--- config.mk ---
export PLATFORM = sky130hd
export DESIGN_NAME = video_udp_tx_top
export DESIGN_NICKNAME = d
export VERILOG_FILES = /design/src/common/vtx_pkg.sv /design/src/hdl/line_packer.sv /design/src/hdl/pixel_fifo.sv /design/src/hdl/net_cfg_regs.sv /design/src/gmii_tx/crc32_gen.sv /design/src/gmii_tx/frame_builder.sv /design/src/hdl/video_udp_tx_top.sv
export SDC_FILE = /design/constraint.sdc
export NUM_CORES = 2
export LEC_CHECK = 0
export BUFFER_PORTS_ARGS = -buffer_cell sky130_fd_sc_hd__clkbuf_2
export CORE_MARGIN = 5
export CORE_UTILIZATION = 35
export CTS_BUF_LIST = sky130_fd_sc_hd__clkbuf_16
export DETAILED_ROUTE_END_ITERATION = 10
export PLACE_DENSITY = 0.53
export RECOVER_POWER = 100
export SYNTH_ARGS = -nofsm -noshare
export SYNTH_HDL_FRONTEND = slang
export SYNTH_SLANG_ARGS = --single-unit
export TNS_END_PERCENT = 20
--- constraint.sdc ---
create_clock -name fifo_clk -period 11 [get_ports fifo_clk]
set_input_delay 0.55 -clock fifo_clk [delete_from_list [all_inputs] [get_ports fifo_clk]]
set_output_delay 0.55 -clock fifo_clk [all_outputs]
set_load 0.01 [all_outputs]
--- src/common/vtx_pkg.sv ---
package vtx_pkg;

	// ------------------------------------------------------------
	// FIFO word, header view and pixel view
	// ------------------------------------------------------------
	typedef struct packed {
		logic [15:0] line_num;
		logic [15:0] rsvd;
	} line_hdr_t;

	typedef struct packed {
		logic [7:0] y0;
		logic [7:0] c0;
		logic [7:0] y1;
		logic [7:0] c1;
	} pix_pair_t;

	// First word of a line is a header, the rest are pixel pairs
	typedef union packed {
		line_hdr_t hdr;
		pix_pair_t pix;
	} fifo_word_u;

	typedef struct packed {
		logic [7:0]  y;
		logic [7:0]  c;
		logic        sol;
		logic [15:0] line_num;
	} pixel_t;

	typedef struct packed {
		logic [47:0] dst_mac;
		logic [47:0] src_mac;
		logic [31:0] src_ip;
		logic [31:0] dst_ip;
		logic [15:0] src_port;
		logic [15:0] dst_port;
		logic        enable;
	} net_cfg_t;

	// ------------------------------------------------------------
	// AXI4-Lite channels
	// ------------------------------------------------------------
	typedef struct packed {
		logic [7:0]  awaddr;
		logic        awvalid;
		logic [31:0] wdata;
		logic [3:0]  wstrb;
		logic        wvalid;
		logic        bready;
		logic [7:0]  araddr;
		logic        arvalid;
		logic        rready;
	} axil_req_t;

	typedef struct packed {
		logic        awready;
		logic        wready;
		logic        bvalid;
		logic [1:0]  bresp;
		logic        arready;
		logic        rvalid;
		logic [31:0] rdata;
		logic [1:0]  rresp;
	} axil_rsp_t;

	// Register map
	localparam logic [7:0] REG_DST_MAC_HI = 8'h00;
	localparam logic [7:0] REG_DST_MAC_LO = 8'h04;
	localparam logic [7:0] REG_SRC_MAC_HI = 8'h08;
	localparam logic [7:0] REG_SRC_MAC_LO = 8'h0C;
	localparam logic [7:0] REG_SRC_IP     = 8'h10;
	localparam logic [7:0] REG_DST_IP     = 8'h14;
	localparam logic [7:0] REG_PORTS      = 8'h18;
	localparam logic [7:0] REG_CTRL       = 8'h1C;

	// Ethernet / IPv4 / UDP fields
	localparam logic [15:0] ETH_TYPE_IPV4 = 16'h0800;
	localparam logic [7:0]  IP_VER_IHL    = 8'h45;
	localparam logic [7:0]  IP_TTL        = 8'h40;
	localparam logic [7:0]  IP_PROTO_UDP  = 8'h11;
	localparam logic [15:0] IP_FLAGS      = 16'h4000;
	localparam int          IFG_CYCLES    = 12;

endpackage

--- src/hdl/line_packer.sv ---
`timescale 1ns/1ps

module line_packer #(
	parameter int PIX_PER_LINE = 16
) (
	input  logic                fifo_clk,
	input  logic                sys_rst,
	input  logic                pix_valid,
	output logic                pix_ready,
	input  vtx_pkg::pixel_t     pix,
	output logic                wr_en,
	output vtx_pkg::fifo_word_u wr_word,
	input  logic                full
);

	localparam int CNT_W = $clog2(PIX_PER_LINE + 1);

	logic             pend;
	logic [7:0]       hold_y;
	logic [7:0]       hold_c;
	logic [CNT_W-1:0] pix_cnt;
	logic             xfer;

	// Stall on full, or on a new line while the last pair is still open
	assign pix_ready = !full && !(pend && pix.sol);
	assign xfer      = pix_valid && pix_ready;
	assign wr_en     = xfer && (pix.sol || pend);

	always_comb begin
		if (pix.sol) begin
			wr_word.hdr.line_num = pix.line_num;
			wr_word.hdr.rsvd     = 16'h0000;
		end else begin
			wr_word.pix.y0 = hold_y;
			wr_word.pix.c0 = hold_c;
			wr_word.pix.y1 = pix.y;
			wr_word.pix.c1 = pix.c;
		end
	end

	always_ff @(posedge fifo_clk) begin
		if (sys_rst) begin
			pend    <= 1'b0;
			pix_cnt <= CNT_W'(PIX_PER_LINE);
		end else if (xfer) begin
			// sol pixel opens a pair, any other pixel toggles it
			pend    <= pix.sol ? 1'b1 : !pend;
			pix_cnt <= pix.sol ? CNT_W'(1) : pix_cnt + 1'b1;
		end
	end

	// Even pixel of a pair
	always_ff @(posedge fifo_clk) begin
		if (xfer && (pix.sol || !pend)) begin
			hold_y <= pix.y;
			hold_c <= pix.c;
		end
	end

	a_whole_line: assert property (@(posedge fifo_clk) disable iff (sys_rst)
		(xfer && pix.sol) |-> (pix_cnt == CNT_W'(PIX_PER_LINE)))
		else $error("line_packer: sol before a whole line of pixels");

endmodule

--- src/hdl/pixel_fifo.sv ---
`timescale 1ns/1ps

module pixel_fifo #(
	parameter int FIFO_DEPTH = 32
) (
	input  logic                          fifo_clk,
	input  logic                          sys_rst,
	input  logic                          wr_en,
	input  vtx_pkg::fifo_word_u           wr_word,
	output logic                          full,
	input  logic                          rd_en,
	output vtx_pkg::fifo_word_u           rd_word,
	output logic [$clog2(FIFO_DEPTH):0]   level
);

	localparam int AW = $clog2(FIFO_DEPTH);

	vtx_pkg::fifo_word_u mem [FIFO_DEPTH];
	logic [AW-1:0]       wr_ptr;
	logic [AW-1:0]       rd_ptr;

	assign full    = (level == (AW+1)'(FIFO_DEPTH));
	// Head word is visible before the pop
	assign rd_word = mem[rd_ptr];

	always_ff @(posedge fifo_clk) begin
		if (wr_en) begin
			mem[wr_ptr] <= wr_word;
		end
	end

	always_ff @(posedge fifo_clk) begin
		if (sys_rst) begin
			wr_ptr <= '0;
			rd_ptr <= '0;
			level  <= '0;
		end else begin
			if (wr_en) begin
				wr_ptr <= wr_ptr + 1'b1;
			end
			if (rd_en) begin
				rd_ptr <= rd_ptr + 1'b1;
			end
			case ({wr_en, rd_en})
				2'b10:   level <= level + 1'b1;
				2'b01:   level <= level - 1'b1;
				default: level <= level;
			endcase
		end
	end

	a_no_overflow: assert property (@(posedge fifo_clk) disable iff (sys_rst)
		wr_en |-> !full)
		else $error("pixel_fifo: write while full");

	a_no_underflow: assert property (@(posedge fifo_clk) disable iff (sys_rst)
		rd_en |-> (level != '0))
		else $error("pixel_fifo: read while empty");

endmodule

--- src/hdl/net_cfg_regs.sv ---
`timescale 1ns/1ps

module net_cfg_regs (
	input  logic               fifo_clk,
	input  logic               sys_rst,
	input  vtx_pkg::axil_req_t axil_req,
	output vtx_pkg::axil_rsp_t axil_rsp,
	output vtx_pkg::net_cfg_t  cfg
);

	vtx_pkg::net_cfg_t cfg_q;
	logic              wr_rdy;
	logic              wr_fire;
	logic              b_vld;
	logic              rd_rdy;
	logic              rd_fire;
	logic              r_vld;
	logic [31:0]       r_data;
	logic [31:0]       wr_old;
	logic [31:0]       wr_new;

	// Register view of the config; unmapped reads return zero
	function automatic logic [31:0] reg_rd(input logic [7:0] addr,
			input vtx_pkg::net_cfg_t c);
		logic [31:0] v;
		case (addr)
			vtx_pkg::REG_DST_MAC_HI: v = {16'h0000, c.dst_mac[47:32]};
			vtx_pkg::REG_DST_MAC_LO: v = c.dst_mac[31:0];
			vtx_pkg::REG_SRC_MAC_HI: v = {16'h0000, c.src_mac[47:32]};
			vtx_pkg::REG_SRC_MAC_LO: v = c.src_mac[31:0];
			vtx_pkg::REG_SRC_IP:     v = c.src_ip;
			vtx_pkg::REG_DST_IP:     v = c.dst_ip;
			vtx_pkg::REG_PORTS:      v = {c.src_port, c.dst_port};
			vtx_pkg::REG_CTRL:       v = {31'd0, c.enable};
			default:                 v = 32'd0;
		endcase
		return v;
	endfunction

	assign wr_fire = wr_rdy && axil_req.awvalid && axil_req.wvalid;
	assign rd_fire = rd_rdy && axil_req.arvalid;

	// Byte-lane merge onto the current register value
	always_comb begin
		wr_old = reg_rd(axil_req.awaddr, cfg_q);
		for (int i = 0; i < 4; i++) begin
			wr_new[i*8 +: 8] = axil_req.wstrb[i] ? axil_req.wdata[i*8 +: 8] : wr_old[i*8 +: 8];
		end
	end

	always_ff @(posedge fifo_clk) begin
		if (sys_rst) begin
			cfg_q  <= '0;
			wr_rdy <= 1'b0;
			b_vld  <= 1'b0;
			rd_rdy <= 1'b0;
			r_vld  <= 1'b0;
		end else begin
			wr_rdy <= axil_req.awvalid && axil_req.wvalid && !wr_rdy && !b_vld;
			rd_rdy <= axil_req.arvalid && !rd_rdy && !r_vld;
			if (wr_fire) begin
				b_vld <= 1'b1;
			end else if (axil_req.bready) begin
				b_vld <= 1'b0;
			end
			if (rd_fire) begin
				r_vld <= 1'b1;
			end else if (axil_req.rready) begin
				r_vld <= 1'b0;
			end
			if (wr_fire) begin
				case (axil_req.awaddr)
					vtx_pkg::REG_DST_MAC_HI: cfg_q.dst_mac[47:32] <= wr_new[15:0];
					vtx_pkg::REG_DST_MAC_LO: cfg_q.dst_mac[31:0]  <= wr_new;
					vtx_pkg::REG_SRC_MAC_HI: cfg_q.src_mac[47:32] <= wr_new[15:0];
					vtx_pkg::REG_SRC_MAC_LO: cfg_q.src_mac[31:0]  <= wr_new;
					vtx_pkg::REG_SRC_IP:     cfg_q.src_ip         <= wr_new;
					vtx_pkg::REG_DST_IP:     cfg_q.dst_ip         <= wr_new;
					vtx_pkg::REG_PORTS: begin
						cfg_q.src_port <= wr_new[31:16];
						cfg_q.dst_port <= wr_new[15:0];
					end
					vtx_pkg::REG_CTRL:       cfg_q.enable         <= wr_new[0];
					default:                 cfg_q                <= cfg_q;
				endcase
			end
		end
	end

	always_ff @(posedge fifo_clk) begin
		if (rd_fire) begin
			r_data <= reg_rd(axil_req.araddr, cfg_q);
		end
	end

	assign cfg              = cfg_q;
	assign axil_rsp.awready = wr_rdy;
	assign axil_rsp.wready  = wr_rdy;
	assign axil_rsp.bvalid  = b_vld;
	assign axil_rsp.bresp   = 2'b00;
	assign axil_rsp.arready = rd_rdy;
	assign axil_rsp.rvalid  = r_vld;
	assign axil_rsp.rdata   = r_data;
	assign axil_rsp.rresp   = 2'b00;

	a_bvalid_hold: assert property (@(posedge fifo_clk) disable iff (sys_rst)
		(b_vld && !axil_req.bready) |=> b_vld)
		else $error("net_cfg_regs: bvalid dropped before bready");

endmodule

--- src/gmii_tx/crc32_gen.sv ---
`timescale 1ns/1ps

module crc32_gen (
	input  logic        fifo_clk,
	input  logic        sys_rst,
	input  logic        init,
	input  logic        data_en,
	input  logic [7:0]  data,
	output logic [31:0] crc
);

	// 04C11DB7h in reflected form, LSB first
	localparam logic [31:0] POLY_REFL = 32'hEDB88320;

	logic [31:0] crc_q;
	logic [31:0] crc_nxt;
	logic [31:0] fcs;

	always_comb begin
		crc_nxt = crc_q;
		for (int i = 0; i < 8; i++) begin
			crc_nxt = (crc_nxt >> 1) ^ ((crc_nxt[0] ^ data[i]) ? POLY_REFL : 32'd0);
		end
	end

	always_ff @(posedge fifo_clk) begin
		if (sys_rst) begin
			crc_q <= '1;
		end else if (init) begin
			crc_q <= '1;
		end else if (data_en) begin
			crc_q <= crc_nxt;
		end
	end

	// Reflected register already holds the bit-reversed remainder;
	// low byte goes out first, so swap into wire order
	assign fcs = ~crc_q;
	assign crc = {fcs[7:0], fcs[15:8], fcs[23:16], fcs[31:24]};

endmodule

--- src/gmii_tx/frame_builder.sv ---
`timescale 1ns/1ps

module frame_builder #(
	parameter int PIX_PER_LINE = 16,
	parameter int FIFO_DEPTH   = 32
) (
	input  logic                        fifo_clk,
	input  logic                        sys_rst,
	input  vtx_pkg::net_cfg_t           cfg,
	input  logic [$clog2(FIFO_DEPTH):0] level,
	input  vtx_pkg::fifo_word_u         rd_word,
	output logic                        rd_en,
	output logic                        tx_en,
	output logic [7:0]                  txd
);

	localparam int            LW             = $clog2(FIFO_DEPTH) + 1;
	localparam int            WORDS_PER_LINE = 1 + PIX_PER_LINE / 2;
	localparam int            CNT_W          = $clog2(2 * PIX_PER_LINE + 20);
	localparam logic [15:0]   IP_LEN         = 16'(28 + 2 + 2 * PIX_PER_LINE);
	localparam logic [15:0]   UDP_LEN        = 16'(8 + 2 + 2 * PIX_PER_LINE);
	// SFD through last FCS byte
	localparam int            BODY_LEN       = 1 + 42 + 2 + 2 * PIX_PER_LINE + 4;

	typedef enum logic [3:0] {
		S_IDLE, S_PRE, S_SFD, S_ETH, S_IP, S_UDP, S_LNUM, S_PIX, S_FCS, S_GAP
	} tx_state_t;

	tx_state_t        state;
	tx_state_t        nxt_state;
	logic [CNT_W-1:0] cnt;
	logic [CNT_W-1:0] sect_last;
	logic             last;
	logic             start;
	logic             tx_on;
	logic [7:0]       tx_byte;
	logic [41:0][7:0] hdr_sr;
	logic             crc_en;
	logic [31:0]      crc;

	// Ones'-complement sum over the IPv4 header, checksum field as zero
	function automatic logic [15:0] ip_checksum(input vtx_pkg::net_cfg_t c);
		logic [31:0] sum;
		logic [16:0] fold;
		sum = 32'({vtx_pkg::IP_VER_IHL, 8'h00}) + 32'(IP_LEN) + 32'(vtx_pkg::IP_FLAGS)
			+ 32'({vtx_pkg::IP_TTL, vtx_pkg::IP_PROTO_UDP})
			+ 32'(c.src_ip[31:16]) + 32'(c.src_ip[15:0])
			+ 32'(c.dst_ip[31:16]) + 32'(c.dst_ip[15:0]);
		fold = 17'(sum[15:0]) + 17'(sum[31:16]);
		return ~(fold[15:0] + 16'(fold[16]));
	endfunction

	assign start = cfg.enable && (level >= LW'(WORDS_PER_LINE));

	// ------------------------------------------------------------
	// Byte for the next cycle and section bookkeeping
	// ------------------------------------------------------------
	always_comb begin
		tx_on     = 1'b1;
		tx_byte   = 8'h55;
		sect_last = '0;
		nxt_state = state;
		case (state)
			S_IDLE: begin
				tx_on     = start;
				nxt_state = S_PRE;
			end
			S_PRE: begin
				sect_last = CNT_W'(5);
				nxt_state = S_SFD;
			end
			S_SFD: begin
				tx_byte   = 8'hD5;
				nxt_state = S_ETH;
			end
			S_ETH: begin
				tx_byte   = hdr_sr[41];
				sect_last = CNT_W'(13);
				nxt_state = S_IP;
			end
			S_IP: begin
				tx_byte   = hdr_sr[41];
				sect_last = CNT_W'(19);
				nxt_state = S_UDP;
			end
			S_UDP: begin
				tx_byte   = hdr_sr[41];
				sect_last = CNT_W'(7);
				nxt_state = S_LNUM;
			end
			S_LNUM: begin
				tx_byte   = cnt[0] ? rd_word.hdr.line_num[7:0] : rd_word.hdr.line_num[15:8];
				sect_last = CNT_W'(1);
				nxt_state = S_PIX;
			end
			S_PIX: begin
				case (cnt[1:0])
					2'd0:    tx_byte = rd_word.pix.y0;
					2'd1:    tx_byte = rd_word.pix.c0;
					2'd2:    tx_byte = rd_word.pix.y1;
					default: tx_byte = rd_word.pix.c1;
				endcase
				sect_last = CNT_W'(2 * PIX_PER_LINE - 1);
				nxt_state = S_FCS;
			end
			S_FCS: begin
				tx_byte   = crc[31 - 8*cnt[1:0] -: 8];
				sect_last = CNT_W'(3);
				nxt_state = S_GAP;
			end
			default: begin
				tx_on     = 1'b0;
				tx_byte   = 8'h00;
				sect_last = CNT_W'(vtx_pkg::IFG_CYCLES - 1);
				nxt_state = S_IDLE;
			end
		endcase
		last = (state == S_IDLE) ? start : (cnt == sect_last);
	end

	always_ff @(posedge fifo_clk) begin
		if (sys_rst) begin
			state <= S_IDLE;
			cnt   <= '0;
			tx_en <= 1'b0;
			txd   <= 8'h00;
		end else begin
			tx_en <= tx_on;
			txd   <= tx_on ? tx_byte : 8'h00;
			if (last) begin
				state <= nxt_state;
				cnt   <= '0;
			end else if (state != S_IDLE) begin
				cnt   <= cnt + 1'b1;
			end
		end
	end

	// Header bytes, latched from cfg up to the cycle that leaves idle
	always_ff @(posedge fifo_clk) begin
		if (state == S_IDLE) begin
			hdr_sr <= {cfg.dst_mac, cfg.src_mac, vtx_pkg::ETH_TYPE_IPV4,
				vtx_pkg::IP_VER_IHL, 8'h00, IP_LEN, 16'h0000, vtx_pkg::IP_FLAGS,
				vtx_pkg::IP_TTL, vtx_pkg::IP_PROTO_UDP, ip_checksum(cfg),
				cfg.src_ip, cfg.dst_ip,
				cfg.src_port, cfg.dst_port, UDP_LEN, 16'h0000};
		end else if (state == S_ETH || state == S_IP || state == S_UDP) begin
			hdr_sr <= {hdr_sr[40:0], 8'h00};
		end
	end

	// Pop the header after the line number, each pair after its fourth byte
	assign rd_en = (state == S_LNUM && cnt == CNT_W'(1))
		|| (state == S_PIX && cnt[1:0] == 2'd3);

	assign crc_en = (state == S_ETH) || (state == S_IP) || (state == S_UDP)
		|| (state == S_LNUM) || (state == S_PIX);

	crc32_gen crc0 (
		.fifo_clk (fifo_clk),
		.sys_rst  (sys_rst),
		.init     (state == S_PRE),
		.data_en  (crc_en),
		.data     (tx_byte),
		.crc      (crc)
	);

	a_tx_en_body: assert property (@(posedge fifo_clk) disable iff (sys_rst)
		(state == S_SFD) |=> tx_en [*BODY_LEN])
		else $error("frame_builder: tx_en dropped inside a frame");

endmodule

--- src/hdl/video_udp_tx_top.sv ---
`timescale 1ns/1ps

module video_udp_tx_top #(
	parameter int PIX_PER_LINE = 16,
	parameter int FIFO_DEPTH   = 32
) (
	input  logic               fifo_clk,
	input  logic               sys_rst,
	input  vtx_pkg::axil_req_t axil_req,
	output vtx_pkg::axil_rsp_t axil_rsp,
	input  logic               pix_valid,
	output logic               pix_ready,
	input  vtx_pkg::pixel_t    pix,
	output logic               gmii_tx_en,
	output logic [7:0]         gmii_txd
);

	logic                        wr_en;
	vtx_pkg::fifo_word_u         wr_word;
	logic                        full;
	logic                        rd_en;
	vtx_pkg::fifo_word_u         rd_word;
	logic [$clog2(FIFO_DEPTH):0] level;
	vtx_pkg::net_cfg_t           cfg;

	// Pixel stream into FIFO words
	line_packer #(.PIX_PER_LINE(PIX_PER_LINE)) packer0 (
		.fifo_clk  (fifo_clk),
		.sys_rst   (sys_rst),
		.pix_valid (pix_valid),
		.pix_ready (pix_ready),
		.pix       (pix),
		.wr_en     (wr_en),
		.wr_word   (wr_word),
		.full      (full)
	);

	pixel_fifo #(.FIFO_DEPTH(FIFO_DEPTH)) fifo0 (
		.fifo_clk (fifo_clk),
		.sys_rst  (sys_rst),
		.wr_en    (wr_en),
		.wr_word  (wr_word),
		.full     (full),
		.rd_en    (rd_en),
		.rd_word  (rd_word),
		.level    (level)
	);

	net_cfg_regs regs0 (
		.fifo_clk (fifo_clk),
		.sys_rst  (sys_rst),
		.axil_req (axil_req),
		.axil_rsp (axil_rsp),
		.cfg      (cfg)
	);

	// One line per GMII frame
	frame_builder #(.PIX_PER_LINE(PIX_PER_LINE), .FIFO_DEPTH(FIFO_DEPTH)) builder0 (
		.fifo_clk (fifo_clk),
		.sys_rst  (sys_rst),
		.cfg      (cfg),
		.level    (level),
		.rd_word  (rd_word),
		.rd_en    (rd_en),
		.tx_en    (gmii_tx_en),
		.txd      (gmii_txd)
	);

endmodule

Yosys cells after proc, flatten, opt, wreduce, memory -nomap -nowiden. Memory sizes are Yosys's and may differ from the RTL's. A register that Yosys moved wholly into a read port is not among the register bits. Index checks and enable logic that the tools add are counted.

Div/mod/pow operators: 0. Bitwise logic cells: 19. Shift-type cells: 1. Multiply operators: 0. Add/subtract/negate cells: 12. Order comparisons: 1. Mux-type cells: 34. Reduce and logical (&&, ||, !) cells: 54. Eq/ne operators: 30.

Operators with widths (number): 336-bit 2-to-1 mux (2); 32-bit 2-to-1 mux (9); 32-bit case mux with 8 select lines (1); 31-bit by 32-bit XOR with 32-bit output (8); 32-bit case mux with 7 select lines (1); 32-bit by 16-bit adder with 32-bit output (3); 8-bit by 5-bit == test with 1-bit output, second input constant (8); 8-bit case mux with 6 select lines (1); 8-bit 2-to-1 mux (5); 5-bit case mux with 8 select lines (1); 39-bit by 33-bit variable part select with 8-bit output (1); 4-bit case mux with 9 select lines (1); 8-bit by 4-bit == test with 1-bit output, second input constant (4); 32-bit NOT (1); 8-bit case mux with 3 select lines (1); 16-bit by 16-bit adder with 17-bit output (1); 16-bit by 16-bit adder with 17-bit output, first input constant (1); 16-bit by 1-bit adder with 16-bit output (1); 4-bit by 3-bit == test with 1-bit output, second input constant (4); 8-bit by 3-bit == test with 1-bit output, second input constant (2); 1-bit logical AND (16); 8-bit logical NOT (2); 16-bit NOT (1); 2-bit AND reduction (8); other kinds (28) (68).

Logic and storage cells: 217. Register bits after elaboration: 623. Memories: 1. RAM bits: 1024. Memory bits (read-only): 0. Latch bits: 0.

Memory list: fifo0.mem (words 32, width 32, rd ports 1, clocked after memory_dff 1, write ports 1, RTL line pixel_fifo.sv:18) `vtx_pkg::fifo_word_u mem [FIFO_DEPTH];`.

Depth between registers and ports, before layout.
Depth after elaboration: 27. Mapped depth: 39. Depth with buffers taken out: 38.

By module. From an unflattened synthesis, not the netlist that was laid out.

Cells, all modules: 4991. Area, all modules: 70204.8 um^2.

Modules (own cells, without submodules): pixel_fifo (seq. area each 31169.9 um^2, cells each 2039, times used 1, area each 40303.7 um^2); frame_builder (seq. area each 8588.2 um^2, cells each 1494, times used 1, area each 15851.5 um^2); net_cfg_regs (seq. area each 4904.7 um^2, cells each 1180, times used 1, area each 11014.3 um^2); crc32_gen (seq. area each 640.6 um^2, cells each 217, times used 1, area each 2099.5 um^2); line_packer (seq. area each 500.5 um^2, cells each 61, times used 1, area each 935.9 um^2).

Least setup slack after synthesis. Ideal clock, no wire load.

Path kind: reg-to-reg. Start: register regs0.cfg_q (netlist bit regs0.cfg[81]). End: register builder0.hdr_sr[142] (netlist bit), data pin. Cell stages (with the launch flop): 38. Clock period less this slack: 7.338 ns. Setup slack: 3.662 ns. Data required time: 10.744 ns. Buffers on the path: 0. Arrival time: 7.081 ns. Path through: dfxtp_1 -> inv_1 -> ha_1 -> nand2_1 -> and3_1 -> o21a_1 -> xnor2_1 -> fa_1 -> inv_1 -> fa_1 -> inv_1 -> ha_1 -> a21o_1 -> a211o_1 -> a211o_1 -> a211oi_1 -> o21ai_0 -> a21oi_1 -> (+2 left out) -> xnor2_1 -> ha_1 -> fa_1 -> a21oi_1 -> nor2_1 -> nand3_1 -> nor2_1 -> nor4b_1 -> ha_1 -> ha_1 -> nand2_1 -> nor2_1 -> nand2_1 -> nor2_1 -> nor4bb_1 -> nand3_1 -> xor2_1 -> a22o_1.

Word-level cells in the longest chain between the ends: 8.

Ends and longest elaborated chain: start: declaration (RTL line net_cfg_regs.sv:11) `vtx_pkg::net_cfg_t cfg_q;`; start signal: assignment (RTL line net_cfg_regs.sv:84) `default: cfg_q <= cfg_q;`; 16-bit by 16-bit adder with 17-bit output (RTL line frame_builder.sv:47) `+ 32'(c.src_ip[31:16]) + 32'(c.src_ip[15:0])`; 32-bit by 16-bit adder with 32-bit output (RTL line frame_builder.sv:47); 32-bit by 16-bit adder with 32-bit output (2 in series) (RTL line frame_builder.sv:48) `+ 32'(c.dst_ip[31:16]) + 32'(c.dst_ip[15:0]);`; 16-bit by 16-bit adder with 17-bit output (RTL line frame_builder.sv:49) `fold = 17'(sum[15:0]) + 17'(sum[31:16]);`; 16-bit by 1-bit adder with 16-bit output (RTL line frame_builder.sv:50) `return ~(fold[15:0] + 16'(fold[16]));`; 16-bit NOT (RTL line frame_builder.sv:50); 336-bit 2-to-1 mux (RTL line frame_builder.sv:141) `if (state == S_IDLE) begin`; end signal: assignment (RTL line frame_builder.sv:142) `hdr_sr <= {cfg.dst_mac, cfg.src_mac, vtx_pkg::ETH_TYPE_IPV4,`; end signal: assignment (RTL line frame_builder.sv:148) `hdr_sr <= {hdr_sr[40:0], 8'h00};`; end: declaration (RTL line frame_builder.sv:37) `logic [41:0][7:0] hdr_sr;`.

No other way between the ends. A chain may end at the register's enable or synchronous reset.

==> impl_table.tex <==
\begin{tabular}{lr}
\hline
Metric & Value \\
\hline
\multicolumn{2}{l}{\textbf{Run status}} \\
\quad Outcome & complete, but fails checks \\
\quad Violations in the final reports & max-capacitance violations, max-slew violations \\
\multicolumn{2}{l}{\textbf{STA}} \\
\quad Total count of hold-check failures in the final report & 0 \\
\quad Final count of negative-setup-slack endpoints & 0 \\
\quad Setup TNS & 0 ps \\
\quad Layout Skew & about 83 ps \\
\quad Slew HR & -208\% \\
\quad Slew of the pin with the lowest slew margin & 4620 ps \\
\quad Shortest period the worst path allows & just over 9000 ps \\
\quad Max-slew violations & 2289 \\
\quad Final Cycle Share & 85.0\% \\
\quad RSZ-0062 raised after global routing & no \\
\quad Highest clock frequency the design can meet & 107 MHz \\
\quad Worst Slack Setup Final & 1650 ps \\
\multicolumn{2}{l}{\textbf{Synth}} \\
\quad Netlist Area Pre-Place & 0.0691 mm2 \\
\quad Top cell type's share of synthesized area & 55.6\% \\
\quad Most instantiated flip-flop cell in the synthesis netlist & edfxtp\_1 \\
\quad Async set or reset register ratio after synthesis & 0\% \\
\quad Syn Area/Cell & 14.3 um2 \\
\quad Most area-hungry cell type in the Yosys netlist & edfxtp\_1 \\
\quad Count leader, synth & edfxtp\_1 \\
\quad Sequential share of the synthesized area & 66.3\% \\
\quad Post-synth EDFFs & 1280 \\
\quad Post-synthesis cell count & $\sim$4800 \\
\quad Number of distinct library cell variants in the gate-level netlist after synthesis & 90 \\
\quad Cells taking the most area after synthesis & edfxtp\_1 56\%, dfxtp\_1 11\%, mux4\_2 7.6\%, nand2\_1 3.4\%, a21oi\_1 2.4\% \\
\quad Most frequent cells after synthesis & 1280 x edfxtp\_1, 622 x nand2\_1, 368 x dfxtp\_1, 334 x a21oi\_1, 288 x nor2\_1 \\
\quad Register bit count reported by yosys & between 1500 and 2000 \\
\quad Synth warnings & 0 \\
\multicolumn{2}{l}{\textbf{GRT}} \\
\quad First-pass GRT wire length & 308000 um \\
\quad Initial antenna violation count & 4 \\
\quad Pin count of the biggest net entering global routing & 195 \\
\quad Overall global routing resource usage & 20.4\% \\
\quad Via count of the first global-routing pass & 41657 \\
\quad Total global routing overflow & 0 \\
\multicolumn{2}{l}{\textbf{Critical path}} \\
\quad Critical Path Sink Type & flop \\
\quad Startpoint Class & flop \\
\quad Data required time at the worst endpoint & 11690 ps \\
\quad Largest delay contributor family on the critical path & buffers and inverters \\
\quad Critical path data arrival time & roughly 10000 ps \\
\quad Category of the critical setup timing path & reg2reg \\
\quad Cell breakdown of the critical path & clkbuf\_1 > buf\_12 > clkbuf\_1 > mux4\_2 > mux4\_2 > o22ai\_1 > o31ai\_1 > xor2\_1 > xnor2\_1 > xor2\_4 > xor2\_1 > xnor2\_1 > o211ai\_2 \\
\quad Slowest cell on the critical path & clkbuf\_1 \\
\quad CP Max Fanout & 85 \\
\quad Slowest stage delay, CP & 2500 ps \\
\quad Buf+Inv Stages, Crit Path & 3 \\
\multicolumn{2}{l}{\textbf{Finish}} \\
\quad Area taken by flip-flops and latches & 0.0458 mm2 \\
\quad Layout area overhead & 12.8\% \\
\quad Total of fill cells in the finished design & 18464 \\
\quad Fraction of the core area covered by cells at the end of the flow & 39.6\% \\
\quad Net count reported at finish & 5132 \\
\quad Combined area of the multi-input logic cells & 0.0213 mm2 \\
\quad Proportion of layout cells with a drive suffix above 1 & 13.5\% \\
\quad Non-Filler Instances & 7753 \\
\multicolumn{2}{l}{\textbf{Clocking}} \\
\quad Post-CTS clock slew at the launch and capture registers of the worst setup and hold paths & 60 ps \\
\quad \# Post-CTS Setup Buffers & 0 \\
\quad Insertion delay to the later sink of the worst-skew pair & approximately 830 ps \\
\quad Bufs on Longest Clock Path & 3 \\
\quad CTS root buf & clkbuf\_16 \\
\quad Deepest level of the CTS H-tree & 4 \\
\quad CTS sink cnt & 1648 \\
\quad CTS tree & built \\
\quad Clock buffer count from CTS & 179 \\
\multicolumn{2}{l}{\textbf{Drt}} \\
\quad Total detailed-routing wirelength & 215000 um \\
\quad Routed WL per cell & 27.8 um \\
\quad Antenna-violating nets left & 0 \\
\quad Starting DRC count in detailed routing & 4833 \\
\quad Routed via count & 43371 \\
\quad First drt pass iteration count & 7 \\
\quad DRC violation count after routing & 0 \\
\quad Routed via count divided by cell count & 5.59 \\
\multicolumn{2}{l}{\textbf{Floorplanning}} \\
\quad Core outline area & 0.197 mm2 \\
\quad Count of standard-cell rows & 163 \\
\quad Die boundary width & 454 um \\
\quad Die span in y & 454 um \\
\quad I/O pins & between 100 and 150 \\
\quad Total Die Area & 0.206 mm2 \\
\quad Initial standard-cell utilization of the core & 35.1\% \\
\multicolumn{2}{l}{\textbf{Placement}} \\
\quad HPWL reported at the end of detailed placement & 134000 um \\
\quad RePlAce Congestion & 0.914 \\
\quad Placement Setup Slack & 2680 ps \\
\quad Placed insts & about 7400 \\
\quad Number of buffers added on ports & $\sim$140 \\
\multicolumn{2}{l}{\textbf{Power and ir drop}} \\
\quad Leakage power of the design & 0.0252 uW \\
\quad Peak VDD IR & 0.000171 V \\
\quad Power per standard cell area & 193 mW/mm2 \\
\multicolumn{2}{l}{\textbf{Hold path}} \\
\quad Kind of path behind the tightest hold check & in2reg \\
\multicolumn{2}{l}{\textbf{Job}} \\
\quad Number of maximum-capacitance constraint violations & 74 \\
\hline
\end{tabular}
==> power by group <==
part	internal [uW]	switching, uW
Combinational	456	1490
Sequential	7190	132
Clock	3270	2540
Total	10900	4170
==> routing by layer <==
layer	vias to the layer above	global-route usage, %	part of all wire [%]
met4	2	7.39	3.7
met3	361	3.69	7.9
met5	-	0	0.0042
met2	1923	32.1	47
met1	22404	28.4	42
li1	18681	-	-
==> through the flow <==
stage	cell area (um2)	hold slack, ps	total power, uW
floorplan	69100	418	8860
global placement	72800	429	9440
detailed placement	72800	435	9450
CTS	78700	22.0	15300
global route	77900	112	15600
finish	77900	133	15100
==> placed cells by master, fill, tap and decap left out, types with 17 or more instances in the layout <==
| cell type | Yosys | routed |
|---|---|---|
| clkinv_2 | 0 | 23 |
| o21ai_0 | 95 | 100 |
| inv_1 | 107 | 153 |
| fa_1 | 34 | 34 |
| nor3_1 | 27 | 22 |
| buf_4 | 36 | 51 |
| clkbuf_1 | 227 | 124 |
| mux4_2 | 234 | 234 |
| xnor2_1 | 78 | 84 |
| mux2i_1 | 123 | 123 |
| a22oi_1 | 138 | 138 |
| clkbuf_16 | 0 | 182 |
| xor2_1 | 46 | 52 |
| ha_1 | 38 | 38 |
| nand2_1 | 622 | 621 |
| mux2_1 | 0 | 20 |
| nor2_1 | 288 | 273 |
| a31oi_1 | 16 | 17 |
| nor2b_1 | 32 | 32 |
| edfxtp_1 | 1280 | 1280 |
| mux2_2 | 54 | 34 |
| a21oi_1 | 334 | 334 |
| clkbuf_2 | 0 | 76 |
| a22o_1 | 182 | 182 |
| clkinv_1 | 1 | 42 |
| dlygate4sd3_1 | 0 | 18 |
| dfxtp_1 | 368 | 364 |
| nand4_1 | 19 | 19 |
| nand3_1 | 81 | 81 |
| a222oi_1 | 54 | 54 |
==> worst register-to-register path: cells and delay by family (launching register included) <==
| family | cells | cell delay [ps] |
|---|---|---|
| multiplexers | 2 | 960 |
| flip-flops | 1 | 580 |
| AO/OA/AOI/OAI | 3 | 1370 |
| XOR/XNOR | 5 | 1800 |
| buffers and inverters | 3 | 4510 |
==> sequential cells by signal, indices dropped and copies added, names as in the netlist, 4 cells and up, named ones only <==
name                 count
builder0.state           4
packer0.hold_y           8
packer0.hold_c           8
builder0.hdr_sr        306
fifo0.wr_ptr             5
builder0.crc0.crc_q     32
builder0.txd             8
fifo0.mem             1024
fifo0.rd_ptr             5
fifo0.level              6
builder0.cnt             6
regs0.r_data            32
regs0.cfg              193
==> cells by family after synthesis <==
kind of cell	after synthesis	share of synthesized area, %
buffers and inverters	438	2.87
AND/OR/NAND/NOR	1166	7.18
multiplexers	411	10.3
adder cells (fa/ha/maj)	72	1.67
flip-flops	1648	66.3
XOR/XNOR	142	2.15
AO/OA/AOI/OAI	961	9.54
other	1	0.00543
==> final cells by class <==
class                      instances  share of cell area, %
clock buffer                     182                   5.84
multi-input combinational       2756                   27.3
clock inverter                   142                   1.42
timing repair buffer             273                   1.89
antenna                            3                0.00963
tap                             2640                   4.24
inverter                         109                  0.525
sequential                      1648                   58.8
==> what timing repair did <==
action                                 CTS  global route
endpoints found under the hold margin   17             0
hold buffers                            18             0
resized for setup                        0             0
==> path summary, 6_finish.rpt <==
path	from	end	slack, ps	cells after the start
hold / removal	pix[17]	packer0.hold_c[0]	130	1
hold reg to reg	builder0.hdr_sr[19]	builder0.hdr_sr[27]	400	2
setup / recovery	flop	builder0.crc0.crc_q[19]	1650	13
setup reg to reg	flop	builder0.crc0.crc_q[19]	1650	13
Power figures use the tool's default switching activity.
